<file path="src/console_defs.svh">
`ifndef CONSOLE_DEFS_SVH
`define CONSOLE_DEFS_SVH

// ==============================
// Host download bus
// ==============================
`define IOCTL_ADDR_W  25
`define IOCTL_DATA_W  8

// Cartridge ROM
`define ROM_ADDR_W    22  // Read address and mask
`define ROMWR_ADDR_W  24  // Write counter

// Backup RAM sectors
`define SD_LBA_W      32
`define BK_SECTOR_W   6   // 64 sectors

`define CE_PERIOD     30  // Enable cycle length in clk_sys cycles
`define CODE_BYTES    16

// Download indices
`define IDX_CHEAT     255
`define IDX_HANDHELD  2
`define IDX_ARCADE    3

`endif

</file>
<file path="src/console_pkg.sv">
`include "console_defs.svh"

package console_pkg;

	// Cheat code fields, flags in the top word
	typedef struct packed {
		logic [31:0] flags;
		logic [31:0] address;
		logic [31:0] compare;
		logic [31:0] replace;
	} cheat_fields_t;

	// Byte view indexed as [field][byte]
	// Field 0 sits at the top, bytes are little-endian inside a field
	typedef logic [0:`CODE_BYTES/4-1][3:0][7:0] cheat_bytes_t;

	typedef union packed {
		cheat_bytes_t  bytes;   // Written by the loader
		cheat_fields_t fields;  // Read by the core
	} cheat_code_u;

endpackage

</file>
<file path="src/download_if.sv">
`timescale 1ns/100ps
`include "console_defs.svh"

interface download_if;

	logic                       ioctl_download; // High for a whole transfer
	logic [7:0]                 ioctl_index;
	logic                       ioctl_wr;       // One cycle per byte
	logic [`IOCTL_ADDR_W-1:0]   ioctl_addr;
	logic [`IOCTL_DATA_W-1:0]   ioctl_dout;

	modport host (
		output ioctl_download, ioctl_index, ioctl_wr, ioctl_addr, ioctl_dout
	);

	modport sink (
		input ioctl_download, ioctl_index, ioctl_wr, ioctl_addr, ioctl_dout
	);

endinterface

</file>
<file path="src/clock_enable_gen.sv">
`timescale 1ns/100ps
`include "console_defs.svh"

module clock_enable_gen (
	input  logic clk_sys,
	input  logic rst_n,
	output logic ce_cpu,
	output logic ce_vdp,
	output logic ce_pix
);

	localparam int CNT_W = $clog2(`CE_PERIOD);

	logic [CNT_W-1:0] clkd; // Step within the enable cycle

	always_ff @(posedge clk_sys) begin
		if (!rst_n) begin
			clkd   <= '0;
			ce_vdp <= 1'b0;
			ce_pix <= 1'b0;
			ce_cpu <= 1'b0;
		end else begin
			if (clkd == CNT_W'(`CE_PERIOD - 1)) begin
				clkd <= '0;
			end else begin
				clkd <= clkd + 1'b1;
			end

			// Default low, each strobe lasts one cycle
			ce_vdp <= 1'b0;
			ce_pix <= 1'b0;
			ce_cpu <= 1'b0;

			case (clkd)
				CNT_W'(4), CNT_W'(14): begin
					ce_vdp <= 1'b1;
				end
				CNT_W'(9): begin
					ce_vdp <= 1'b1;
					ce_pix <= 1'b1;
					ce_cpu <= 1'b1;
				end
				CNT_W'(19), CNT_W'(29): begin
					ce_vdp <= 1'b1;
					ce_pix <= 1'b1;
				end
				CNT_W'(24): begin
					ce_vdp <= 1'b1;
					ce_cpu <= 1'b1; // Second CPU phase, 15 cycles after the first
				end
				default: ;
			endcase
		end
	end

endmodule

</file>
<file path="src/cart_loader.sv">
`timescale 1ns/100ps
`include "console_defs.svh"

module cart_loader (
	input  logic                       clk_sys,
	input  logic                       rst_n,
	download_if.sink                   dl,
	input  logic                       rom_wr_ack,
	input  logic [`ROM_ADDR_W-1:0]     core_rom_addr,
	output logic                       ioctl_wait,
	output logic                       rom_wr,
	output logic [`ROMWR_ADDR_W-1:0]   rom_waddr,
	output logic [`IOCTL_DATA_W-1:0]   rom_din,
	output logic [`ROM_ADDR_W-1:0]     cart_mask,
	output logic [`ROM_ADDR_W-1:0]     rom_raddr,
	output logic                       sys_handheld,
	output logic                       sys_arcade
);

	logic cart_download;
	logic cart_write;
	logic old_download;

	assign cart_download = dl.ioctl_download & ~|dl.ioctl_index[7:2];
	assign cart_write    = dl.ioctl_wr & cart_download;

	// ==============================
	// Toggle handshake to ROM memory
	// ==============================
	always_ff @(posedge clk_sys) begin
		if (!rst_n) begin
			old_download <= 1'b0;
			ioctl_wait   <= 1'b0;
			rom_wr       <= 1'b0;
			rom_waddr    <= '0;
		end else begin
			old_download <= cart_download;
			if (cart_download && !old_download) begin
				rom_waddr <= '0; // New image starts at address 0
			end else if (cart_write) begin
				ioctl_wait <= 1'b1;
				rom_wr     <= ~rom_wr;
			end else if (ioctl_wait && (rom_wr == rom_wr_ack)) begin
				ioctl_wait <= 1'b0;
				rom_waddr  <= rom_waddr + 1'b1;
			end
		end
	end

	// Byte held for the memory until it acks
	always_ff @(posedge clk_sys) begin
		if (cart_write) rom_din <= dl.ioctl_dout;
	end

	// Address mask and system type
	always_ff @(posedge clk_sys) begin
		if (!rst_n) begin
			cart_mask    <= '0;
			sys_handheld <= 1'b0;
			sys_arcade   <= 1'b0;
		end else if (cart_write) begin
			if (dl.ioctl_addr == '0) begin
				cart_mask <= '0;
			end else begin
				cart_mask <= cart_mask | dl.ioctl_addr[`ROM_ADDR_W-1:0];
			end
			sys_handheld <= dl.ioctl_index[4:0] == 5'(`IDX_HANDHELD);
			sys_arcade   <= dl.ioctl_index[4:0] == 5'(`IDX_ARCADE);
		end
	end

	assign rom_raddr = core_rom_addr & cart_mask; // Mirrors small images

endmodule

</file>
<file path="src/cheat_code_loader.sv">
`timescale 1ns/100ps
`include "console_defs.svh"

module cheat_code_loader
	import console_pkg::*;
(
	input  logic        clk_sys,
	input  logic        rst_n,
	download_if.sink    dl,
	output cheat_code_u code,
	output logic        code_valid
);

	localparam int IDX_W = $clog2(`CODE_BYTES);

	logic             code_write;
	logic [IDX_W-1:0] byte_idx;

	assign code_write = dl.ioctl_download & dl.ioctl_wr & (dl.ioctl_index == 8'(`IDX_CHEAT));
	assign byte_idx   = dl.ioctl_addr[IDX_W-1:0];

	// Upper index bits pick the field, lower bits the byte
	always_ff @(posedge clk_sys) begin
		if (code_write) code.bytes[byte_idx[IDX_W-1:2]][byte_idx[1:0]] <= dl.ioctl_dout;
	end

	// Last byte completes the code
	always_ff @(posedge clk_sys) begin
		if (!rst_n) begin
			code_valid <= 1'b0;
		end else begin
			code_valid <= code_write && (byte_idx == IDX_W'(`CODE_BYTES - 1));
		end
	end

endmodule

</file>
<file path="src/backup_sequencer.sv">
`timescale 1ns/100ps
`include "console_defs.svh"

module backup_sequencer (
	input  logic                   clk_sys,
	input  logic                   rst_n,
	download_if.sink               dl,
	input  logic                   sd_ack,
	input  logic                   img_mounted,
	input  logic                   img_readonly,
	input  logic [63:0]            img_size,
	input  logic                   osd_status,  // Menu open
	input  logic                   bk_load_req,
	input  logic                   bk_save_req,
	input  logic                   autosave_en,
	input  logic                   nvram_we,
	output logic [`SD_LBA_W-1:0]   sd_lba,
	output logic                   sd_rd,
	output logic                   sd_wr,
	output logic                   bk_busy,
	output logic                   bk_loading,
	output logic                   bk_pending
);

	logic cart_download, old_download;
	logic bk_ena;
	logic load_now, save_now;
	logic old_load, old_save, old_ack;

	assign cart_download = dl.ioctl_download & ~|dl.ioctl_index[7:2];
	assign load_now = bk_load_req & bk_ena;
	assign save_now = (bk_save_req | (bk_pending & osd_status & autosave_en)) & bk_ena;

	// Save image is mounted before the cartridge transfer ends
	always_ff @(posedge clk_sys) begin
		if (!rst_n) begin
			old_download <= 1'b0;
			bk_ena       <= 1'b0;
		end else begin
			old_download <= cart_download;
			if (cart_download && !old_download) bk_ena <= 1'b0;
			if (cart_download && img_mounted && !img_readonly) bk_ena <= 1'b1;
		end
	end

	always_ff @(posedge clk_sys) begin
		if (!rst_n) begin
			bk_pending <= 1'b0;
		end else if (bk_ena && !osd_status && nvram_we) begin
			bk_pending <= 1'b1; // Game wrote backup RAM
		end else if (bk_busy) begin
			bk_pending <= 1'b0;
		end
	end

	// ==============================
	// Sector load/save sequence
	// ==============================
	always_ff @(posedge clk_sys) begin
		if (!rst_n) begin
			old_load   <= 1'b0;
			old_save   <= 1'b0;
			old_ack    <= 1'b0;
			sd_lba     <= '0;
			sd_rd      <= 1'b0;
			sd_wr      <= 1'b0;
			bk_busy    <= 1'b0;
			bk_loading <= 1'b0;
		end else begin
			old_load <= load_now;
			old_save <= save_now;
			old_ack  <= sd_ack;

			if (sd_ack && !old_ack) begin
				sd_rd <= 1'b0; // Host took the request
				sd_wr <= 1'b0;
			end

			if (!bk_busy) begin
				if ((load_now && !old_load) || (save_now && !old_save)) begin
					bk_busy    <= 1'b1;
					bk_loading <= load_now;
					sd_lba     <= '0;
					sd_rd      <= load_now;
					sd_wr      <= ~load_now;
				end
				if (old_download && !cart_download && |img_size && bk_ena) begin
					bk_busy    <= 1'b1;
					bk_loading <= 1'b1;
					sd_lba     <= '0;
					sd_rd      <= 1'b1;
					sd_wr      <= 1'b0;
				end
			end else if (old_ack && !sd_ack) begin
				if (&sd_lba[`BK_SECTOR_W-1:0]) begin
					bk_busy    <= 1'b0; // Last sector done
					bk_loading <= 1'b0;
				end else begin
					sd_lba <= sd_lba + 1'b1;
					sd_rd  <= bk_loading;
					sd_wr  <= ~bk_loading;
				end
			end
		end
	end

endmodule

</file>
<file path="src/console_top.sv">
`timescale 1ns/100ps
`include "console_defs.svh"

module console_top
	import console_pkg::*;
(
	input  logic                       clk_sys,
	input  logic                       rst_n,
	// Host download bus
	input  logic                       ioctl_download,
	input  logic                       ioctl_wr,
	input  logic [7:0]                 ioctl_index,
	input  logic [`IOCTL_ADDR_W-1:0]   ioctl_addr,
	input  logic [`IOCTL_DATA_W-1:0]   ioctl_dout,
	output logic                       ioctl_wait,
	// Clock enables
	output logic                       ce_cpu,
	output logic                       ce_vdp,
	output logic                       ce_pix,
	// Cartridge ROM
	output logic                       rom_wr,
	input  logic                       rom_wr_ack,
	output logic [`ROMWR_ADDR_W-1:0]   rom_waddr,
	output logic [`IOCTL_DATA_W-1:0]   rom_din,
	output logic [`ROM_ADDR_W-1:0]     cart_mask,
	input  logic [`ROM_ADDR_W-1:0]     core_rom_addr,
	output logic [`ROM_ADDR_W-1:0]     rom_raddr,
	output logic                       sys_handheld,
	output logic                       sys_arcade,
	// Cheats
	output cheat_code_u                code,
	output logic                       code_valid,
	// Backup RAM sectors
	output logic [`SD_LBA_W-1:0]       sd_lba,
	output logic                       sd_rd,
	output logic                       sd_wr,
	input  logic                       sd_ack,
	input  logic                       img_mounted,
	input  logic                       img_readonly,
	input  logic [63:0]                img_size,
	input  logic                       osd_status,
	input  logic                       bk_load_req,
	input  logic                       bk_save_req,
	input  logic                       autosave_en,
	input  logic                       nvram_we,
	output logic                       bk_busy,
	output logic                       bk_loading,
	output logic                       bk_pending
);

	download_if dl_bus ();

	assign dl_bus.ioctl_download = ioctl_download;
	assign dl_bus.ioctl_index    = ioctl_index;
	assign dl_bus.ioctl_wr       = ioctl_wr;
	assign dl_bus.ioctl_addr     = ioctl_addr;
	assign dl_bus.ioctl_dout     = ioctl_dout;

	clock_enable_gen ce_gen_i (
		.clk_sys (clk_sys),
		.rst_n   (rst_n),
		.ce_cpu  (ce_cpu),
		.ce_vdp  (ce_vdp),
		.ce_pix  (ce_pix)
	);

	cart_loader cart_i (
		.clk_sys       (clk_sys),
		.rst_n         (rst_n),
		.dl            (dl_bus.sink),
		.rom_wr_ack    (rom_wr_ack),
		.core_rom_addr (core_rom_addr),
		.ioctl_wait    (ioctl_wait),
		.rom_wr        (rom_wr),
		.rom_waddr     (rom_waddr),
		.rom_din       (rom_din),
		.cart_mask     (cart_mask),
		.rom_raddr     (rom_raddr),
		.sys_handheld  (sys_handheld),
		.sys_arcade    (sys_arcade)
	);

	cheat_code_loader cheat_i (
		.clk_sys    (clk_sys),
		.rst_n      (rst_n),
		.dl         (dl_bus.sink),
		.code       (code),
		.code_valid (code_valid)
	);

	backup_sequencer backup_i (
		.clk_sys      (clk_sys),
		.rst_n        (rst_n),
		.dl           (dl_bus.sink),
		.sd_ack       (sd_ack),
		.img_mounted  (img_mounted),
		.img_readonly (img_readonly),
		.img_size     (img_size),
		.osd_status   (osd_status),
		.bk_load_req  (bk_load_req),
		.bk_save_req  (bk_save_req),
		.autosave_en  (autosave_en),
		.nvram_we     (nvram_we),
		.sd_lba       (sd_lba),
		.sd_rd        (sd_rd),
		.sd_wr        (sd_wr),
		.bk_busy      (bk_busy),
		.bk_loading   (bk_loading),
		.bk_pending   (bk_pending)
	);

endmodule

</file>
<file path="config.mk">
export PLATFORM = sky130hd
export DESIGN_NAME = console_top
export DESIGN_NICKNAME = d
export VERILOG_FILES = /design/src/console_pkg.sv /design/src/download_if.sv /design/src/clock_enable_gen.sv /design/src/cart_loader.sv /design/src/cheat_code_loader.sv /design/src/backup_sequencer.sv /design/src/console_top.sv
export VERILOG_INCLUDE_DIRS = /design/src
export SDC_FILE = /design/constraint.sdc
export NUM_CORES = 1
export LEC_CHECK = 0
export CORE_AREA = 2 2 152 154
export DETAILED_ROUTE_END_ITERATION = 10
export DIE_AREA = 0 0 154 156
export DONT_BUFFER_PORTS = 1
export PLACE_DENSITY = 0.58
export SLEW_MARGIN = 20
export SYNTH_ARGS = -nofsm -noshare
export SYNTH_HDL_FRONTEND = slang
export SYNTH_SLANG_ARGS = --single-unit
</file>
<file path="constraint.sdc">
create_clock -name clk_sys -period 5.85 [get_ports clk_sys]
set_clock_uncertainty 0.15 [all_clocks]
set_input_delay 0.2925 -clock clk_sys [delete_from_list [all_inputs] [get_ports clk_sys]]
set_output_delay 0.2925 -clock clk_sys [all_outputs]
set_load 0.02 [all_outputs]
</file>
==> Word-level counts from Yosys, hierarchy flattened <==
Index checks and enable logic that the tools add are counted.
{ "totals": {"latch_bits": 0, "ff_bits": 237, "mem_count": 0, "ram_bits": 0, "rom_bits": 0, "out_inout_bits": 249} }
{ "classes": {"addsub": 3, "eq_ne": 14, "order_cmp": 4, "bitwise": 18, "shifts": 0, "mul": 0, "reduce_logical": 44, "n_div": 0, "muxes": 42} }
{ "ops": {"columns": ["operator", "n"], "rows": [
  ["$mux 32", 6],
  ["$bwmux 128", 1],
  ["$demux 32 s2", 1],
  ["$reduce_or 64->1", 1],
  ["$add 32x1->32 const B", 1],
  ["$mux 1", 31],
  ["$logic_not 25->1", 1],
  ["$add 24x1->24 const B", 1],
  ["$and 22x22->22", 1],
  ["$mux 22", 1],
  ["$or 22x22->22", 1],
  ["$demux 8 s2", 1],
  ["$logic_and 1x1->1", 16],
  ["$eq 5x5->1 const B", 3],
  ["$reduce_or 6->1", 2],
  ["$eq 5x2->1 const B", 2],
  ["$eq 5x4->1 const B", 2],
  ["$logic_not 1->1", 9],
  ["$and 1x1->1", 8],
  ["$eq 8x8->1 const B", 1],
  ["$mux 8", 1],
  ["$ne 2x2->1 const B", 3],
  ["$not 1->1", 6],
  ["$reduce_and 2->1", 3],
  ["17 further kinds", 22]
]} }

==> Depth between registers and ports, before layout <==
{ "depth": {"word_depth": 9, "depth_mapped": 8, "depth_no_buf": 7} }

==> Modules after synthesis <==
Synthesis repeated with hierarchy kept, for this count alone.
{ "hier_totals": {"hier_cells": 731, "area_unflattened_um2": 9242.6} }
{ "modules_own_cells": {"columns": ["mod", "seq_area_each_um2", "n_inst", "cells_each", "area_each_um2"], "rows": [
  ["cheat_code_loader", 3863.7, 1, 174, 4207.8],
  ["cart_loader", 1261.2, 1, 280, 2585.0],
  ["backup_sequencer", 840.8, 1, 235, 2043.2],
  ["clock_enable_gen", 160.2, 1, 42, 406.6]
]} }

==> Worst setup path after synthesis <==
No wires, ideal clock.
{ "synth_path": {"kind": "in2reg", "startpoint": "input ioctl_wr", "endpoint": "register cheat_i.code[0] in the netlist's numbering (enable)", "stages": 4, "path_slack_ns": 3.811, "required_time_ns": 5.317, "arrival_ns": 1.506, "setup_time_ns": 0.383, "cell_sequence": "nand4_1 nor3_1 nand3_1 nor3_1"} }
{ "synth_via": {"elab_chain_cells": 2} }
{ "synth_lines": {"columns": ["element", "line", "text"], "rows": [
  ["start, declared", "console_top.sv:11", "input logic ioctl_wr,"],
  ["$and 1x1->1 (2 in series)", "cheat_code_loader.sv:19", "assign code_write = dl.ioctl_download & dl.ioctl_wr & (dl.ioctl_index == 8'(`IDX_CHEAT));"],
  ["end, declared", "cheat_code_loader.sv:10", "output cheat_code_u code,"]
]} }
Every way passes these cells.
A chain may end at the register's enable or synchronous reset.

==> Worst setup path after layout <==
{ "layout_path": {"startpoint": "input ioctl_index[5]", "endpoint": "register cart_i.sys_arcade"} }
{ "layout_via": {"elab_chain_cells": 4} }
{ "layout_lines": {"columns": ["element", "line", "text"], "rows": [
  ["start, declared", "console_top.sv:12", "input logic [7:0] ioctl_index,"],
  ["$reduce_or 6->1", "cart_loader.sv:24", "assign cart_download = dl.ioctl_download & ~|dl.ioctl_index[7:2];"],
  ["$logic_not 1->1", "cart_loader.sv:24", null],
  ["$and 1x1->1", "cart_loader.sv:24", null],
  ["$and 1x1->1", "cart_loader.sv:25", "assign cart_write = dl.ioctl_wr & cart_download;"],
  ["end signal, assigned", "cart_loader.sv:68", "sys_arcade <= dl.ioctl_index[4:0] == 5'(`IDX_ARCADE);"],
  ["end, declared", "cart_loader.sv:17", "output logic sys_arcade"]
]} }
Every way passes these cells.

==> results.py <==
metrics = {
    "logic_synthesis": {
        "synth_top_family_by_area": "simple AND/OR/NAND/NOR gates",
        "seq_area_frac_synth_pct": 69.6,
        "async_reset_ff_share_pct": 0,
        "synth_seq_cells": 237,
        "synth_area_per_cell_sq_um": 12.6,
        "synth.mux.area_fraction_pct": 0.485,
        "netlist_instances": 698,
        "synth_edf_count": 136,
        "synthAdderAreaFrac_pct": 0.855,
        "synth_compound_area_share_pct": 6.59,
        "synth_cell_type_count": 53,
        "synth-simple-area-share_pct": 18.9,
        "ys_warn_count": 0,
        "synthXorXnorAreaFrac_pct": 1.60,
        "ys.flop_type": "edfxtp_1",
        "synth_area_sq_mm": 0.00878,
        "synth_nets": 844,
    },
    "setup_path": {
        "end_kind": "flop",
        "crit_path_start_kind": "input pin",
        "required_ns": 6.16,
        "cp_cell_sequence": "dlygate4sd3_1, nor4b_2, and2_2, nand2_1, inv_2, nand4_1, dlygate4sd3_1, a21oi_1, dlygate4sd3_1",
        "worstPathArrival_ns": 3.63,
        "worst-setup-path-type": "input pin to flop",
        "slowest_stage": "dlygate4sd3_1",
        "cpMostUsedCell": "dlygate4sd3_1",
        "critical-path-max-stage-delay_ns": 0.61,
        "cp_max_fo": 34,
    },
    "sta": {
        "min_period_ns": 3.32,
        "finalSetupViolCount": 0,
        "report.final.slew_viol_count": 0,
        "worst_pin_slew_ns": 1.04,
        "finalCritPeriodShare_pct": 56.7,
        "tns_ns": 0,
        "hold_viol": 0,
        "rsz0062_at_grt": "false",
        "fmax_ghz": 0.301,
        "relSlewSlack_pct": 30.3,
    },
    "floorplan": {
        "num_rows": 55,
        "die_y_um": 156,
        "num_io_pins": 389,
        "dieArea_sq_mm": 0.0240,
        "start_util_pct": 39.2,
        "die_w_um": 154,
        "core_sq_mm": 0.0224,
    },
    "layout": {
        "fillers": 1955,
        "final_nets": 899,
        "area_growth_pct": 18.7,
        "drive_gt1_share_pct": 8.55,
    },
    "job": {
        "maxCapViolCount": 0,
    },
    "power": {
        "total_power_w": 0.00341,
        "leakage_nw": 3.45,
        "ir_drop_v": 0.000181,
        "p_per_area_mw_per_mm2": 327,
    },
    "route": {
        "drtIter0Drc": 401,
        "post_drt_wl_per_cell_um": 24.1,
        "ant_nets": 0,
        "firstDrtPassIters": 5,
        "routed_via_density": 5.75,
        "totalWireLength_um": 25600,
        "drc": 0,
        "vias": 6123,
    },
    "placed_design": {
        "dp_hpwl_um": 18200,
        "portBuffers": 0,
        "gp_congestion": 0.847,
    },
    "global_routing": {
        "track_usage_pct": 19.9,
        "overflow": 0,
        "grt_start_max_net_pins": 48,
        "grt_pass1_vias": 5967,
        "grt_first_pass_wirelength_um": 36300,
        "antenna_found_initial": 6,
    },
    "clock_network": {
        "cts_sinks": 237,
        "post_cts_buffers": 0,
        "numCtsBuffers": 25,
        "clockRootBuffer": "clkbuf_16",
        "htree_levels": 1,
        "clk_latency_ns": 0.52,
        "clk_path_buf_depth": 3,
        "clk_pin_slew_ns": 0.06,
        "cts_tree": "yes",
    },
    "min_path": {
        "hp-class": "input pin to flop",
    },
    "run_status": {
        "status": "finished clean",
    },
}
-- final timing paths --
check             cells after the start  slack [ns]                 from             endpoint
setup / recovery                      9        2.53       ioctl_index[5]    cart_i.sys_arcade
hold reg to reg                       1        0.34     ce_gen_i.clkd[0]     ce_gen_i.clkd[0]
hold / removal                        3        0.03                rst_n  cart_i.rom_waddr[5]
setup reg to reg                      6        2.93  backup_i.bk_pending       backup_i.sd_rd
-- critical path, delay by kind of cell --
kind | cells | cell delay [ns]
compound gates | 1 | 0.15
buf+inv | 4 | 2.19
simple gates | 4 | 0.98
-- layout make-up --
class / instances / area [sq um] / share of cell area [%]
flip-flops and latches: 237 / 6110 / 58.6
multi-input cells: 423 / 2510 / 24.1
repair buffers: 56 / 563 / 5.40
diodes: 7 / 17.5 / 0.168
clock inverters: 16 / 151 / 1.45
inverters: 10 / 37.5 / 0.360
clock buffers: 30 / 674 / 6.47
well taps: 285 / 357 / 3.42
-- power breakdown --
part	internal (W)	switching [W]	leakage, nW
logic	0.0000331	0.0000516	1.02
clock network	0.000915	0.000640	0.395
registers	0.00176	0.00000445	2.04
total	0.00271	0.000696	3.45
-- synthesized netlist by cell type, types with 5 or more instances --
cell / instances / area share [%]
a21oi_1: 33 / 1.9
and2_1: 28 / 2.0
and3_1: 10 / 0.71
buf_2: 5 / 0.29
clkbuf_1: 18 / 0.77
dfxtp_1: 101 / 23
edfxtp_1: 136 / 47
ha_1: 6 / 0.86
inv_1: 9 / 0.38
nand2_1: 40 / 1.7
nand2b_1: 6 / 0.43
nand3_1: 37 / 2.1
nand3b_1: 9 / 0.77
nand4_1: 31 / 2.2
nor2_1: 77 / 3.3
nor3_1: 15 / 0.86
nor4_1: 23 / 1.6
o2111ai_1: 5 / 0.50
o211ai_1: 8 / 0.68
o21ai_0: 9 / 0.51
o31ai_1: 5 / 0.43
o32ai_1: 10 / 1.0
or3_1: 6 / 0.43
or4_1: 12 / 1.0
xnor2_1: 5 / 0.50
xor2_1: 11 / 1.1
-- registers in the layout (all words and copies together), names as in the netlist, 5 cells and up --
name,count
backup_i.sd_lba,32
cart_i.cart_mask,22
cart_i.rom_din,8
cart_i.rom_waddr,24
ce_gen_i.clkd,5
cheat_i.code,128
-- cells by family after synthesis --
logic type               count (synthesis)
buffers and inverters                   38
AO/OA/AOI/OAI                           87
adder cells (fa/ha/maj)                  6
XOR/XNOR                                16
multiplexers                             4
flip-flops                             237
AND/OR/NAND/NOR                        310
-- cell usage in the layout, fill, tap and decap left out, types with 12 or more instances in the layout --
master         Yosys  routed
edfxtp_1         136     136
dfxtp_1          101     101
nor2_1            77      77
dlygate4sd3_1      0      52
nand2_1           40      40
nand3_1           37      37
a21oi_1           33      33
nand4_1           31      31
and2_1            28      28
clkbuf_16          0      25
nor4_1            23      23
nor3_1            15      12
or4_1             12      12
-- routing by layer --
metal	part of all wire, %	wire length (um)	GRT usage (%)
met1	36	9130	21.5
met2	51	13100	36.2
met3	9.2	2370	5.64
met4	4.2	1080	9.08
met5	0	0	0
-- metrics by stage --
| step | setup slack (ns) | utilization [%] | std cells | hold WS (ns) | cell area, sq um |
|---|---|---|---|---|---|
| final | 2.53 | 46.6 | 1064 | 0.0348 | 10400 |
| after global routing | 2.38 | 46.6 | 1063 | 0.0203 | 10400 |
| after CTS | 2.53 | 46.4 | 1057 | 0.0119 | 10400 |
| after detailed placement | 2.75 | 40.3 | 958 | 0.242 | 9020 |
| after global placement | 2.88 | 40.3 | 958 | 0.243 | 9020 |
| after floorplan | 3.81 | - | 698 | 0.241 | 8780 |
-- what timing repair did --
| action | in CTS | in global routing |
|---|---|---|
| endpoints found under the hold margin | 243 | 0 |
| endpoints found under the setup margin | 0 | 0 |
| hold buffers | 53 | 0 |
| resized for setup | 0 | 0 |
No activity file was read; power rests on OpenSTA's default activity.
